`src/verilog/i2c_bus_pkg.sv`:
```
`default_nettype none

package i2c_bus_pkg;

    // Everything the slave needs to know about the two bus lines.
    // All flags are single CLK cycle strobes, registered in the sampler
    typedef struct packed {
        logic scl_rise;   // SCL low to high
        logic scl_fall;   // SCL high to low
        logic sda_rise;   // SDA low to high
        logic sda_fall;   // SDA high to low
        logic start;      // SDA falls with SCL high
        logic stop;       // SDA rises with SCL high
        logic mid_low;    // fixed delay into the SCL low phase
        logic scl;        // synchronized SCL level
        logic sda;        // synchronized SDA level
    } line_ev_t;

endpackage

`default_nettype wire

```
`src/verilog/i2c_slave_pkg.sv`:
```
`default_nettype none

package i2c_slave_pkg;

    typedef logic [7:0] byte_t;       // data or register address
    typedef logic [6:0] dev_addr_t;   // 7-bit device address

    // transaction FSM
    typedef enum logic [2:0] {
        IDLE     = 3'd0,   // no transfer, or waiting for STOP
        CMD_RX   = 3'd1,   // address and R/W from master
        CMD_ACK  = 3'd2,   // slave drives ACK/NACK for the command
        REG_RX   = 3'd3,   // register address byte
        DATA_ACK = 3'd4,   // slave ACK after a received byte
        WR_RX    = 3'd5,   // master writes data bytes
        RD_TX    = 3'd6,   // slave shifts data out
        MSTR_ACK = 3'd7    // master ACK/NACK after a read byte
    } slv_state_e;

    // first byte after START, same bit order as on the wire
    typedef struct packed {
        dev_addr_t dev_addr;
        logic      rw;         // 1 = master reads
    } cmd_t;

    // one write beat towards the user side
    typedef struct packed {
        byte_t reg_addr;
        byte_t data;
    } wr_beat_t;

endpackage

`default_nettype wire

```
`src/verilog/i2c_line_sampler.sv`:
```
`timescale 1ns/100ps
`default_nettype none

module i2c_line_sampler
    import i2c_bus_pkg::*;
#(
    parameter int SYNC_STAGES    = 2,
    parameter int MID_LOW_CYCLES = 4
)
(
    input  logic     CLK,
    input  logic     RST_n,
    input  logic     scl,
    input  logic     sda,
    output line_ev_t ev
);

    localparam int CNT_W = $clog2(MID_LOW_CYCLES + 1);

    // top bit of each pipe holds the previous synchronized level
    logic [SYNC_STAGES:0] scl_pipe;
    logic [SYNC_STAGES:0] sda_pipe;
    logic                 scl_now;
    logic                 scl_prev;
    logic                 sda_now;
    logic                 sda_prev;
    logic [CNT_W-1:0]     low_cnt;   // counts down inside the low phase
    line_ev_t             ev_d;

    assign scl_now  = scl_pipe[SYNC_STAGES-1];
    assign scl_prev = scl_pipe[SYNC_STAGES];
    assign sda_now  = sda_pipe[SYNC_STAGES-1];
    assign sda_prev = sda_pipe[SYNC_STAGES];

    always_ff @(posedge CLK or negedge RST_n)
    begin
        if (!RST_n)
        begin
            scl_pipe <= '1;   // idle bus is high
            sda_pipe <= '1;
        end
        else
        begin
            scl_pipe <= {scl_pipe[SYNC_STAGES-1:0], scl};
            sda_pipe <= {sda_pipe[SYNC_STAGES-1:0], sda};
        end
    end

    always_comb
    begin
        ev_d.scl_rise = scl_now & ~scl_prev;
        ev_d.scl_fall = ~scl_now & scl_prev;
        ev_d.sda_rise = sda_now & ~sda_prev;
        ev_d.sda_fall = ~sda_now & sda_prev;
        ev_d.start    = ~sda_now & sda_prev & scl_now & scl_prev;
        ev_d.stop     = sda_now & ~sda_prev & scl_now & scl_prev;
        ev_d.mid_low  = (low_cnt == CNT_W'(1)) & ~scl_now;   // never while SCL is high
        ev_d.scl      = scl_now;
        ev_d.sda      = sda_now;
    end

    always_ff @(posedge CLK or negedge RST_n)
    begin
        if (!RST_n)
        begin
            low_cnt <= '0;
            ev      <= '{scl: 1'b1, sda: 1'b1, default: 1'b0};
        end
        else
        begin
            ev <= ev_d;   // one extra stage, events lag the pins by SYNC_STAGES+1
            if (ev_d.scl_fall)
                low_cnt <= CNT_W'(MID_LOW_CYCLES);
            else if (ev_d.scl_rise)
                low_cnt <= '0;   // short low phase, drop the pending strobe
            else if (low_cnt != '0)
                low_cnt <= low_cnt - 1'b1;
        end
    end

endmodule

`default_nettype wire

```
`src/verilog/i2c_shift_unit.sv`:
```
`timescale 1ns/100ps
`default_nettype none

module i2c_shift_unit
    import i2c_bus_pkg::*;
    import i2c_slave_pkg::*;
(
    input  logic     CLK,
    input  logic     RST_n,
    input  line_ev_t ev,
    input  logic     rx_shift_en,
    input  logic     tx_load,
    input  logic     tx_shift_en,
    input  logic     cnt_load,
    input  byte_t    tx_load_data,
    output byte_t    rx_byte,
    output logic     byte_done,
    output logic     tx_bit
);

    byte_t      tx_sr;      // bits still to be driven, MSB next
    logic [2:0] bit_cnt;
    logic       bit_tick;   // one bus bit completed

    // master samples on SCL rise in both directions
    assign bit_tick = ev.scl_rise & (rx_shift_en | tx_shift_en) & ~byte_done;

    // first bit of a byte comes straight from the load data
    assign tx_bit = tx_load ? tx_load_data[7] : tx_sr[7];

    always_ff @(posedge CLK or negedge RST_n)
    begin
        if (!RST_n)
        begin
            bit_cnt   <= '0;
            byte_done <= 1'b0;
        end
        else if (cnt_load)
        begin
            bit_cnt   <= '0;
            byte_done <= 1'b0;
        end
        else if (bit_tick)
        begin
            bit_cnt <= bit_cnt + 1'b1;   // wraps back to 0 after bit 8
            if (bit_cnt == 3'd7)
                byte_done <= 1'b1;   // held until the next cnt_load
        end
    end

    // receive side, MSB first
    always_ff @(posedge CLK)
    begin
        if (bit_tick & rx_shift_en)
            rx_byte <= {rx_byte[6:0], ev.sda};
    end

    // transmit side, changes only in the middle of SCL low
    always_ff @(posedge CLK)
    begin
        if (ev.mid_low)
        begin
            if (tx_load)
                tx_sr <= {tx_load_data[6:0], 1'b1};
            else if (tx_shift_en)
                tx_sr <= {tx_sr[6:0], 1'b1};   // fill with released level
        end
    end

endmodule

`default_nettype wire

```
`src/verilog/i2c_slave_fsm.sv`:
```
`timescale 1ns/100ps
`default_nettype none

module i2c_slave_fsm
    import i2c_bus_pkg::*;
    import i2c_slave_pkg::*;
(
    input  logic     CLK,
    input  logic     RST_n,
    input  line_ev_t ev,
    input  byte_t    rx_byte,
    input  logic     byte_done,
    input  logic     tx_bit,
    input  logic     nack,
    input  byte_t    rd_data,
    output logic     rx_shift_en,
    output logic     tx_load,
    output logic     tx_shift_en,
    output logic     cnt_load,
    output byte_t    tx_load_data,
    output logic     sda_out,
    output logic     busy,
    output logic     wr_valid,
    output logic     rd_adv,
    output cmd_t     cmd,
    output byte_t    reg_addr,
    output wr_beat_t wr_beat
);

    slv_state_e state;
    logic       done_q;     // byte_done delayed, for edge detect
    logic       byte_new;   // first cycle of byte_done
    logic       nack_q;     // user decision for this transaction
    logic       wr_take;    // data byte complete in a write burst

    assign byte_new = byte_done & ~done_q;
    assign wr_take  = (state == WR_RX) & byte_new & ~ev.stop;

    always_comb
    begin
        rx_shift_en  = (state == CMD_RX) | (state == REG_RX) | (state == WR_RX);
        tx_shift_en  = (state == RD_TX);
        // read data goes out after an accepted read command or a master ACK
        tx_load      = (state == MSTR_ACK) | ((state == CMD_ACK) & cmd.rw & ~nack_q);
        cnt_load     = ev.start | (ev.mid_low & byte_done);   // new byte starts
        tx_load_data = rd_data;
    end

    always_ff @(posedge CLK or negedge RST_n)
    begin
        if (!RST_n)
        begin
            state    <= IDLE;
            done_q   <= 1'b0;
            nack_q   <= 1'b1;
            sda_out  <= 1'b1;
            busy     <= 1'b0;
            wr_valid <= 1'b0;
            rd_adv   <= 1'b0;
            cmd      <= '0;
            reg_addr <= '0;
        end
        else
        begin
            done_q   <= byte_done;
            wr_valid <= 1'b0;   // strobes
            rd_adv   <= 1'b0;
            if (ev.stop)
            begin
                state   <= IDLE;   // from any state, ends the transaction
                sda_out <= 1'b1;
                busy    <= 1'b0;
            end
            else
            begin
                case (state)
                    IDLE:
                    begin
                        if (ev.start)
                        begin
                            busy  <= 1'b1;
                            state <= CMD_RX;
                        end
                    end
                    CMD_RX:
                    begin
                        if (byte_new)
                            cmd <= cmd_t'(rx_byte);   // user answers through nack
                        if (ev.mid_low & byte_done)
                        begin
                            nack_q  <= nack;
                            sda_out <= nack;
                            state   <= CMD_ACK;
                        end
                    end
                    CMD_ACK:
                    begin
                        if (ev.mid_low)
                        begin
                            if (nack_q)
                            begin
                                sda_out <= 1'b1;
                                state   <= IDLE;   // busy stays up until STOP
                            end
                            else if (cmd.rw)
                            begin
                                sda_out <= tx_bit;   // MSB of first read byte
                                state   <= RD_TX;
                            end
                            else
                            begin
                                sda_out <= 1'b1;
                                state   <= REG_RX;
                            end
                        end
                    end
                    REG_RX:
                    begin
                        if (byte_new)
                            reg_addr <= rx_byte;
                        if (ev.mid_low & byte_done)
                        begin
                            sda_out <= nack_q;
                            state   <= DATA_ACK;
                        end
                    end
                    DATA_ACK:
                    begin
                        if (ev.mid_low)
                        begin
                            sda_out <= 1'b1;   // release for master data
                            state   <= WR_RX;
                        end
                    end
                    WR_RX:
                    begin
                        if (wr_take)
                        begin
                            wr_valid <= 1'b1;
                            reg_addr <= reg_addr + 1'b1;   // wraps at 8'hff
                        end
                        if (ev.mid_low & byte_done)
                        begin
                            sda_out <= nack_q;
                            state   <= DATA_ACK;
                        end
                    end
                    RD_TX:
                    begin
                        if (ev.mid_low)
                        begin
                            if (byte_done)
                            begin
                                sda_out <= 1'b1;   // master drives the ACK bit
                                state   <= MSTR_ACK;
                            end
                            else
                                sda_out <= tx_bit;
                        end
                    end
                    MSTR_ACK:
                    begin
                        if (ev.scl_rise)
                        begin
                            if (ev.sda)
                                state <= IDLE;   // NACK, last byte read
                            else
                            begin
                                reg_addr <= reg_addr + 1'b1;
                                rd_adv   <= 1'b1;
                            end
                        end
                        else if (ev.mid_low)
                        begin
                            sda_out <= tx_bit;
                            state   <= RD_TX;
                        end
                    end
                    default:
                    begin
                        sda_out <= 1'b1;
                        state   <= IDLE;
                    end
                endcase
            end
        end
    end

    // beat carries the address before the increment
    always_ff @(posedge CLK)
    begin
        if (wr_take)
            wr_beat <= '{reg_addr: reg_addr, data: rx_byte};
    end

endmodule

`default_nettype wire

```
`src/verilog/i2c_slave_top.sv`:
```
`timescale 1ns/100ps
`default_nettype none

module i2c_slave_top
    import i2c_bus_pkg::*;
    import i2c_slave_pkg::*;
#(
    parameter int SYNC_STAGES    = 2,
    parameter int MID_LOW_CYCLES = 4
)
(
    input  logic     CLK,
    input  logic     RST_n,
    input  logic     scl,
    input  logic     sda,        // resolved bus level
    output logic     sda_out,    // 0 pulls SDA low
    input  logic     nack,
    output cmd_t     cmd,
    output byte_t    reg_addr,
    output wr_beat_t wr_beat,
    output logic     wr_valid,
    input  byte_t    rd_data,
    output logic     rd_adv,
    output logic     busy
);

    line_ev_t ev;
    byte_t    rx_byte;
    byte_t    tx_load_data;
    logic     byte_done;
    logic     tx_bit;
    logic     rx_shift_en;
    logic     tx_load;
    logic     tx_shift_en;
    logic     cnt_load;

    i2c_line_sampler #(
        .SYNC_STAGES    (SYNC_STAGES),
        .MID_LOW_CYCLES (MID_LOW_CYCLES)
    ) sampler0 (
        .CLK   (CLK),
        .RST_n (RST_n),
        .scl   (scl),
        .sda   (sda),
        .ev    (ev)
    );

    i2c_shift_unit shift0 (
        .CLK          (CLK),
        .RST_n        (RST_n),
        .ev           (ev),
        .rx_shift_en  (rx_shift_en),
        .tx_load      (tx_load),
        .tx_shift_en  (tx_shift_en),
        .cnt_load     (cnt_load),
        .tx_load_data (tx_load_data),
        .rx_byte      (rx_byte),
        .byte_done    (byte_done),
        .tx_bit       (tx_bit)
    );

    i2c_slave_fsm fsm0 (
        .CLK          (CLK),
        .RST_n        (RST_n),
        .ev           (ev),
        .rx_byte      (rx_byte),
        .byte_done    (byte_done),
        .tx_bit       (tx_bit),
        .nack         (nack),
        .rd_data      (rd_data),
        .rx_shift_en  (rx_shift_en),
        .tx_load      (tx_load),
        .tx_shift_en  (tx_shift_en),
        .cnt_load     (cnt_load),
        .tx_load_data (tx_load_data),
        .sda_out      (sda_out),
        .busy         (busy),
        .wr_valid     (wr_valid),
        .rd_adv       (rd_adv),
        .cmd          (cmd),
        .reg_addr     (reg_addr),
        .wr_beat      (wr_beat)
    );

endmodule

`default_nettype wire

```
`config.mk`:
```
export PLATFORM = sky130hd
export DESIGN_NAME = i2c_slave_top
export DESIGN_NICKNAME = d
export VERILOG_FILES = /design/src/verilog/i2c_bus_pkg.sv /design/src/verilog/i2c_slave_pkg.sv /design/src/verilog/i2c_line_sampler.sv /design/src/verilog/i2c_shift_unit.sv /design/src/verilog/i2c_slave_fsm.sv /design/src/verilog/i2c_slave_top.sv
export SDC_FILE = /design/constraint.sdc
export NUM_CORES = 1
export LEC_CHECK = 0
export BUFFER_PORTS_ARGS = -buffer_cell sky130_fd_sc_hd__buf_2
export CAP_MARGIN = 25
export CORE_MARGIN = 4
export CORE_UTILIZATION = 50
export CTS_CLUSTER_SIZE = 28
export DETAILED_ROUTE_END_ITERATION = 7
export PLACE_DENSITY = 0.82
export SKIP_LAST_GASP = 1
export SLEW_MARGIN = 20
export SYNTH_ARGS = -nofsm -noshare
export SYNTH_HDL_FRONTEND = slang
export SYNTH_HIERARCHICAL = 1
export SYNTH_SLANG_ARGS = --single-unit
```
`constraint.sdc`:
```
create_clock -name CLK -period 2.8 [get_ports CLK]
set_input_delay 0.42 -clock CLK [delete_from_list [all_inputs] [get_ports CLK]]
set_output_delay 0.42 -clock CLK [all_outputs]
set_load 0.01 [all_outputs]
```
Word level (Yosys, flattened, before mapping)
Cells that the tools add are included.
{ "classes": {"bitwise": 31, "addsub": 3, "reduce_logical": 19, "n_mux": 52, "eq_ne": 24} }
{ "op_table": {"columns": ["operator", "n"], "rows": [
  ["3-bit 2-to-1 mux", 18],
  ["8-bit 2-to-1 mux", 6],
  ["1-bit 2-to-1 mux", 25],
  ["3-bit inequality test (second input constant)", 8],
  ["8-bit case mux with 3 select lines", 1],
  ["3-bit case mux with 7 select lines", 1],
  ["1-bit bitwise AND", 18],
  ["3-bit equality test (second input constant)", 5],
  ["2-bit nonzero test", 5],
  ["9-bit AND reduction", 1],
  ["3-bit nonzero test", 3],
  ["8-bit by 1-bit adder with 8-bit output (second input constant)", 1],
  ["4-bit inequality test (second input constant)", 2],
  ["1-bit NOT", 8],
  ["8-bit AND reduction", 1],
  ["7-bit nonzero test", 1],
  ["3-bit by 1-bit equality test with 1-bit output (second input constant)", 2],
  ["3-bit by 2-bit equality test with 1-bit output (second input constant)", 2],
  ["1-bit case mux with 6 select lines", 1],
  ["2-bit AND reduction", 3],
  ["3-bit AND reduction", 2],
  ["6-bit AND reduction", 1],
  ["1-bit OR", 5],
  ["2-bit by 1-bit inequality test with 1-bit output (second input constant)", 2],
  ["6 further kinds", 7]
]} }
{ "totals": {"register_bits": 74, "output_inout_bits": 36, "word_cells": 153} }

Depth between registers and ports, before layout
{ "depth": {"depth_word": 10, "ltp_mapped": 10} }

Modules after synthesis
The synthesis kept the hierarchy.
{ "modules_own_cells": {"columns": ["mod", "area_each_um2", "instances", "cells_per_inst"], "rows": [
  ["i2c_slave_fsm", 2035.7, 1, 177],
  ["i2c_shift_unit", 778.2, 1, 46],
  ["i2c_line_sampler", 618.1, 1, 40]
]} }

Least setup slack after synthesis
Ideal clock, no wire load.
{ "synth_timing": {"path_kind": "flip-flop to flip-flop", "from": "register fsm0.state[2]", "to": "register, netlist name fsm0/wr_beat[0]", "t_arrival_ns": 2.228, "setup_time_ns": 0.409, "path_buffers": 3, "setup_slack_ns": 0.163, "stages_incl_launch_ff": 8, "required_ns": 2.391, "cell_sequence": "dfrtp_1 > buf_6 > buf_4 > inv_1 > nor2_2 > buf_4 > nand2_1 > nor3_1"} }
{ "synth_between": {"elab_chain_len": 3} }
{ "synth_lines": {"columns": ["item", "line", "text"], "rows": [
  ["start, declared", "i2c_slave_fsm.sv:30", "slv_state_e state;"],
  ["start signal, assigned", "i2c_slave_fsm.sv:53", "state <= IDLE;"],
  ["start signal, assigned", "i2c_slave_fsm.sv:70", "state <= IDLE;"],
  ["start signal, assigned", "i2c_slave_fsm.sv:82", "state <= CMD_RX;"],
  ["3-bit equality test", "i2c_slave_fsm.sv:37", "assign wr_take = (state == WR_RX) & byte_new & ~ev.stop;"],
  ["1-bit bitwise AND (2 in series)", "i2c_slave_fsm.sv:37", null],
  ["net fsm0.wr_take", "i2c_slave_fsm.sv:34", "logic wr_take;"]
]} }
The timed path passes the listed nets, and every way through them passes these cells.
A chain may end at the register's enable or synchronous reset.

Worst setup path after layout
{ "layout_timing": {"from": "register fsm0.state[2]", "to": "register fsm0.sda_out"} }
{ "layout_between": {"elab_chain_len": 10, "word_cells_on_any_way": 30} }
{ "layout_lines": {"columns": ["item", "line", "text"], "rows": [
  ["3-bit by 2-bit equality test with 1-bit output", "i2c_slave_fsm.sv:44", "tx_load = (state == MSTR_ACK) | ((state == CMD_ACK) & cmd.rw & ~nack_q);"],
  ["1-bit bitwise AND (2 in series)", "i2c_slave_fsm.sv:44", null],
  ["1-bit OR *", "i2c_slave_fsm.sv:44", null],
  ["net tx_load", "i2c_slave_top.sv:33", "logic tx_load;"],
  ["1-bit 2-to-1 mux *", "i2c_shift_unit.sv:29", "assign tx_bit = tx_load ? tx_load_data[7] : tx_sr[7];"],
  ["net tx_bit", "i2c_slave_top.sv:31", "logic tx_bit;"],
  ["1-bit 2-to-1 mux", "i2c_slave_fsm.sv:105", "else if (cmd.rw)"],
  ["1-bit 2-to-1 mux", "i2c_slave_fsm.sv:100", "if (nack_q)"],
  ["1-bit 2-to-1 mux", "i2c_slave_fsm.sv:98", "if (ev.mid_low)"],
  ["1-bit case mux with 6 select lines *", "i2c_slave_fsm.sv:76", "case (state)"],
  ["1-bit 2-to-1 mux *", "i2c_slave_fsm.sv:68", "if (ev.stop)"],
  ["end signal, assigned", "i2c_slave_fsm.sv:92", "sda_out <= nack;"],
  ["end signal, assigned", "i2c_slave_fsm.sv:107", "sda_out <= tx_bit;"],
  ["end signal, assigned", "i2c_slave_fsm.sv:123", "sda_out <= nack_q;"],
  ["end, declared", "i2c_slave_fsm.sv:21", "output logic sda_out,"]
]} }
Mark *: on every way through the listed nets, which the timed path passes. The rest lies on a longest branch. The select of a mux whose other input is x is not followed.

==> results.py <==
metrics = {
    "grt": {
        "grt_pass1_vias": 2066,
        "gr-total-overflow": 0,
        "grt_util_all_layers_pct": 15.7,
        "antenna_found_initial": 0,
        "grt_max_degree": 43,
        "grt_pass1_wl_mm": 10.0,
    },
    "sta": {
        "tightest_slew_ps": 571,
        "setup_viol": 0,
        "clock_skew_ps": 8.00,
        "fmaxAchievable_mhz": 455,
        "fin_ws_ps": 601,
        "timing.hold.ws_ps": 175,
        "tns_ps": 0,
        "slew_viol_final": 0,
        "hold_viol_final": 0,
        "rsz0062_at_grt": "false",
        "period_minus_slack_ps": 2200,
        "slew-limit-headroom_pct": 61.9,
        "period_share_pct": 78.5,
    },
    "worst_hold_path": {
        "min_path_type": "in -> reg",
    },
    "place": {
        "dp_cells": 370,
        "io_buffers": 48,
        "routabilityCongestion": 0.874,
        "dp_hpwl_mm": 4.30,
        "dpl_cell_area_um2": 3590,
        "preCtsSetupSlack_ps": 630,
    },
    "floorplanning": {
        "coreArea_um2": 6420,
        "start_util_pct": 52.2,
        "die-area_um2": 8070,
        "fp.dieH_um": 89.8,
        "ioPinCount": 49,
        "die_x_um": 89.8,
        "rows": 29,
    },
    "setup_path": {
        "reg2reg_slack_ps": 600,
        "arrival_ps": 2460,
        "crit_fanout": 19,
        "crit_type": "reg -> reg",
        "crit_required_ps": 3060,
        "cp-start-kind": "register",
        "end_kind": "register",
    },
    "cts": {
        "cts-root-buf": "clkbuf_8",
        "cts_resized": 0,
        "hold_buffers": 0,
        "htree_levels": 3,
        "clkLatencyLatePin_ps": 340,
        "clock_sinks": 73,
        "cts_setup_buffers": 0,
        "clock_path_buffers": 2,
        "cts_tree": "done",
        "path_clk_slew_ps": 80,
        "cts_made_buffers": 9,
    },
    "final_layout": {
        "syn2layout_area_growth_pct": 13.2,
        "finalNonFillerCells": 388,
        "drive_gt1_share_pct": 34.7,
        "n_antenna_cell": 0,
        "final_cell_area_um2": 3790,
        "final_core_util_pct": 59.0,
        "fin_nets": 327,
    },
    "synthesis": {
        "syn_area_um2": 3350,
        "postSynthCellCount": 259,
        "avgSynthCellArea_um2": 12.9,
        "yosysWarningCount": 6,
        "synth_nets": 280,
    },
    "route": {
        "via_count": 2147,
        "vias_per_cell": 5.53,
        "dr.pass1.iters": 4,
        "antenna_left": 0,
        "drc": 0,
        "wl_mm": 5.97,
        "wire_per_inst_um": 15.4,
        "drtIter0Drc": 106,
    },
    "pwr": {
        "p_per_area_nw_per_um2": 835,
        "vdd_ir_drop_max_mv": 0.359,
        "p_leak_nw": 1.66,
        "power_mw": 3.17,
    },
    "flow_run": {
        "max_cap_violations": 0,
    },
    "run_status": {
        "status": "complete, no violations",
    },
}
-- critical path, cell delays in order, from the launching register on --
cell and delay, ps:
dfrtp_1 710, nand2_1 250, a21oi_1 240, mux2_2 350, o21bai_1 150, a221oi_1 310
o31ai_1 100
-- where the power goes --
group | internal (mW) | switching [mW] | leakage [nW]
Combinational | 0.424 | 0.508 | 0.761
Sequential | 1.31 | 0.225 | 0.819
Clock | 0.319 | 0.383 | 0.0830
-- sequential cells by signal, indices dropped and copies added, names as in the netlist, 6 cells and up --
signal	cells
fsm0/wr_beat	16
fsm0/cmd	8
fsm0/reg_addr	8
shift0/rx_byte	8
shift0/tx_sr	7
sampler0/ev	6
-- worst paths after layout --
kind,cells after the start,to,from
max in group asynchronous,3,sampler0/scl_pipe[0]$_DFF_PN1_,RST_n
min in group asynchronous,2,fsm0/state[2]$_DFFE_PN0P_,RST_n
setup reg to reg,6,fsm0/sda_out$_DFFE_PN1P_,fsm0/state[2]$_DFFE_PN0P_
hold / removal,1,sampler0/scl_pipe[0]$_DFF_PN1_,scl
setup / recovery,6,fsm0/sda_out$_DFFE_PN1P_,fsm0/state[2]$_DFFE_PN0P_
hold reg to reg,0,sampler0/sda_pipe[1]$_DFF_PN1_,sampler0/sda_pipe[0]$_DFF_PN1_
-- cells in the final DEF (no fill, tap or decap), types with 4 or more instances in the layout --
cell,count
ha_1,8
buf_2,48
nor3_1,6
nor2b_1,4
mux2_2,7
mux2_1,9
nor2_1,7
and3_1,5
nand2_1,12
buf_4,4
dfstp_2,8
nand2b_1,7
and2b_1,4
clkbuf_8,9
nand3_1,11
o21ai_0,8
nor2_2,5
edfxtp_1,31
a21oi_1,18
dfrtp_1,34
inv_1,8
-- metal layers --
layer | GRT usage [%] | vias to the layer above | routed length [um] | part of all wire (%)
met5 | 0 | - | 0 | 0
met4 | 7.66 | 0 | 167 | 2.8
met3 | 4.84 | 15 | 337 | 5.6
met2 | 24.2 | 67 | 2800 | 47
met1 | 20.2 | 1032 | 2660 | 45
li1 | - | 1033 | - | -
-- area by class of cell --
cell class | count | area, um^2
multi-input combinational | 159 | 1200
timing repair buffer | 54 | 300
tap | 77 | 96.3
inverter | 9 | 33.8
fill | 523 | 2630
clock buffer | 9 | 124
clock inverter | 7 | 46.3
sequential | 73 | 1990
(Power assumes the default switching activity.)
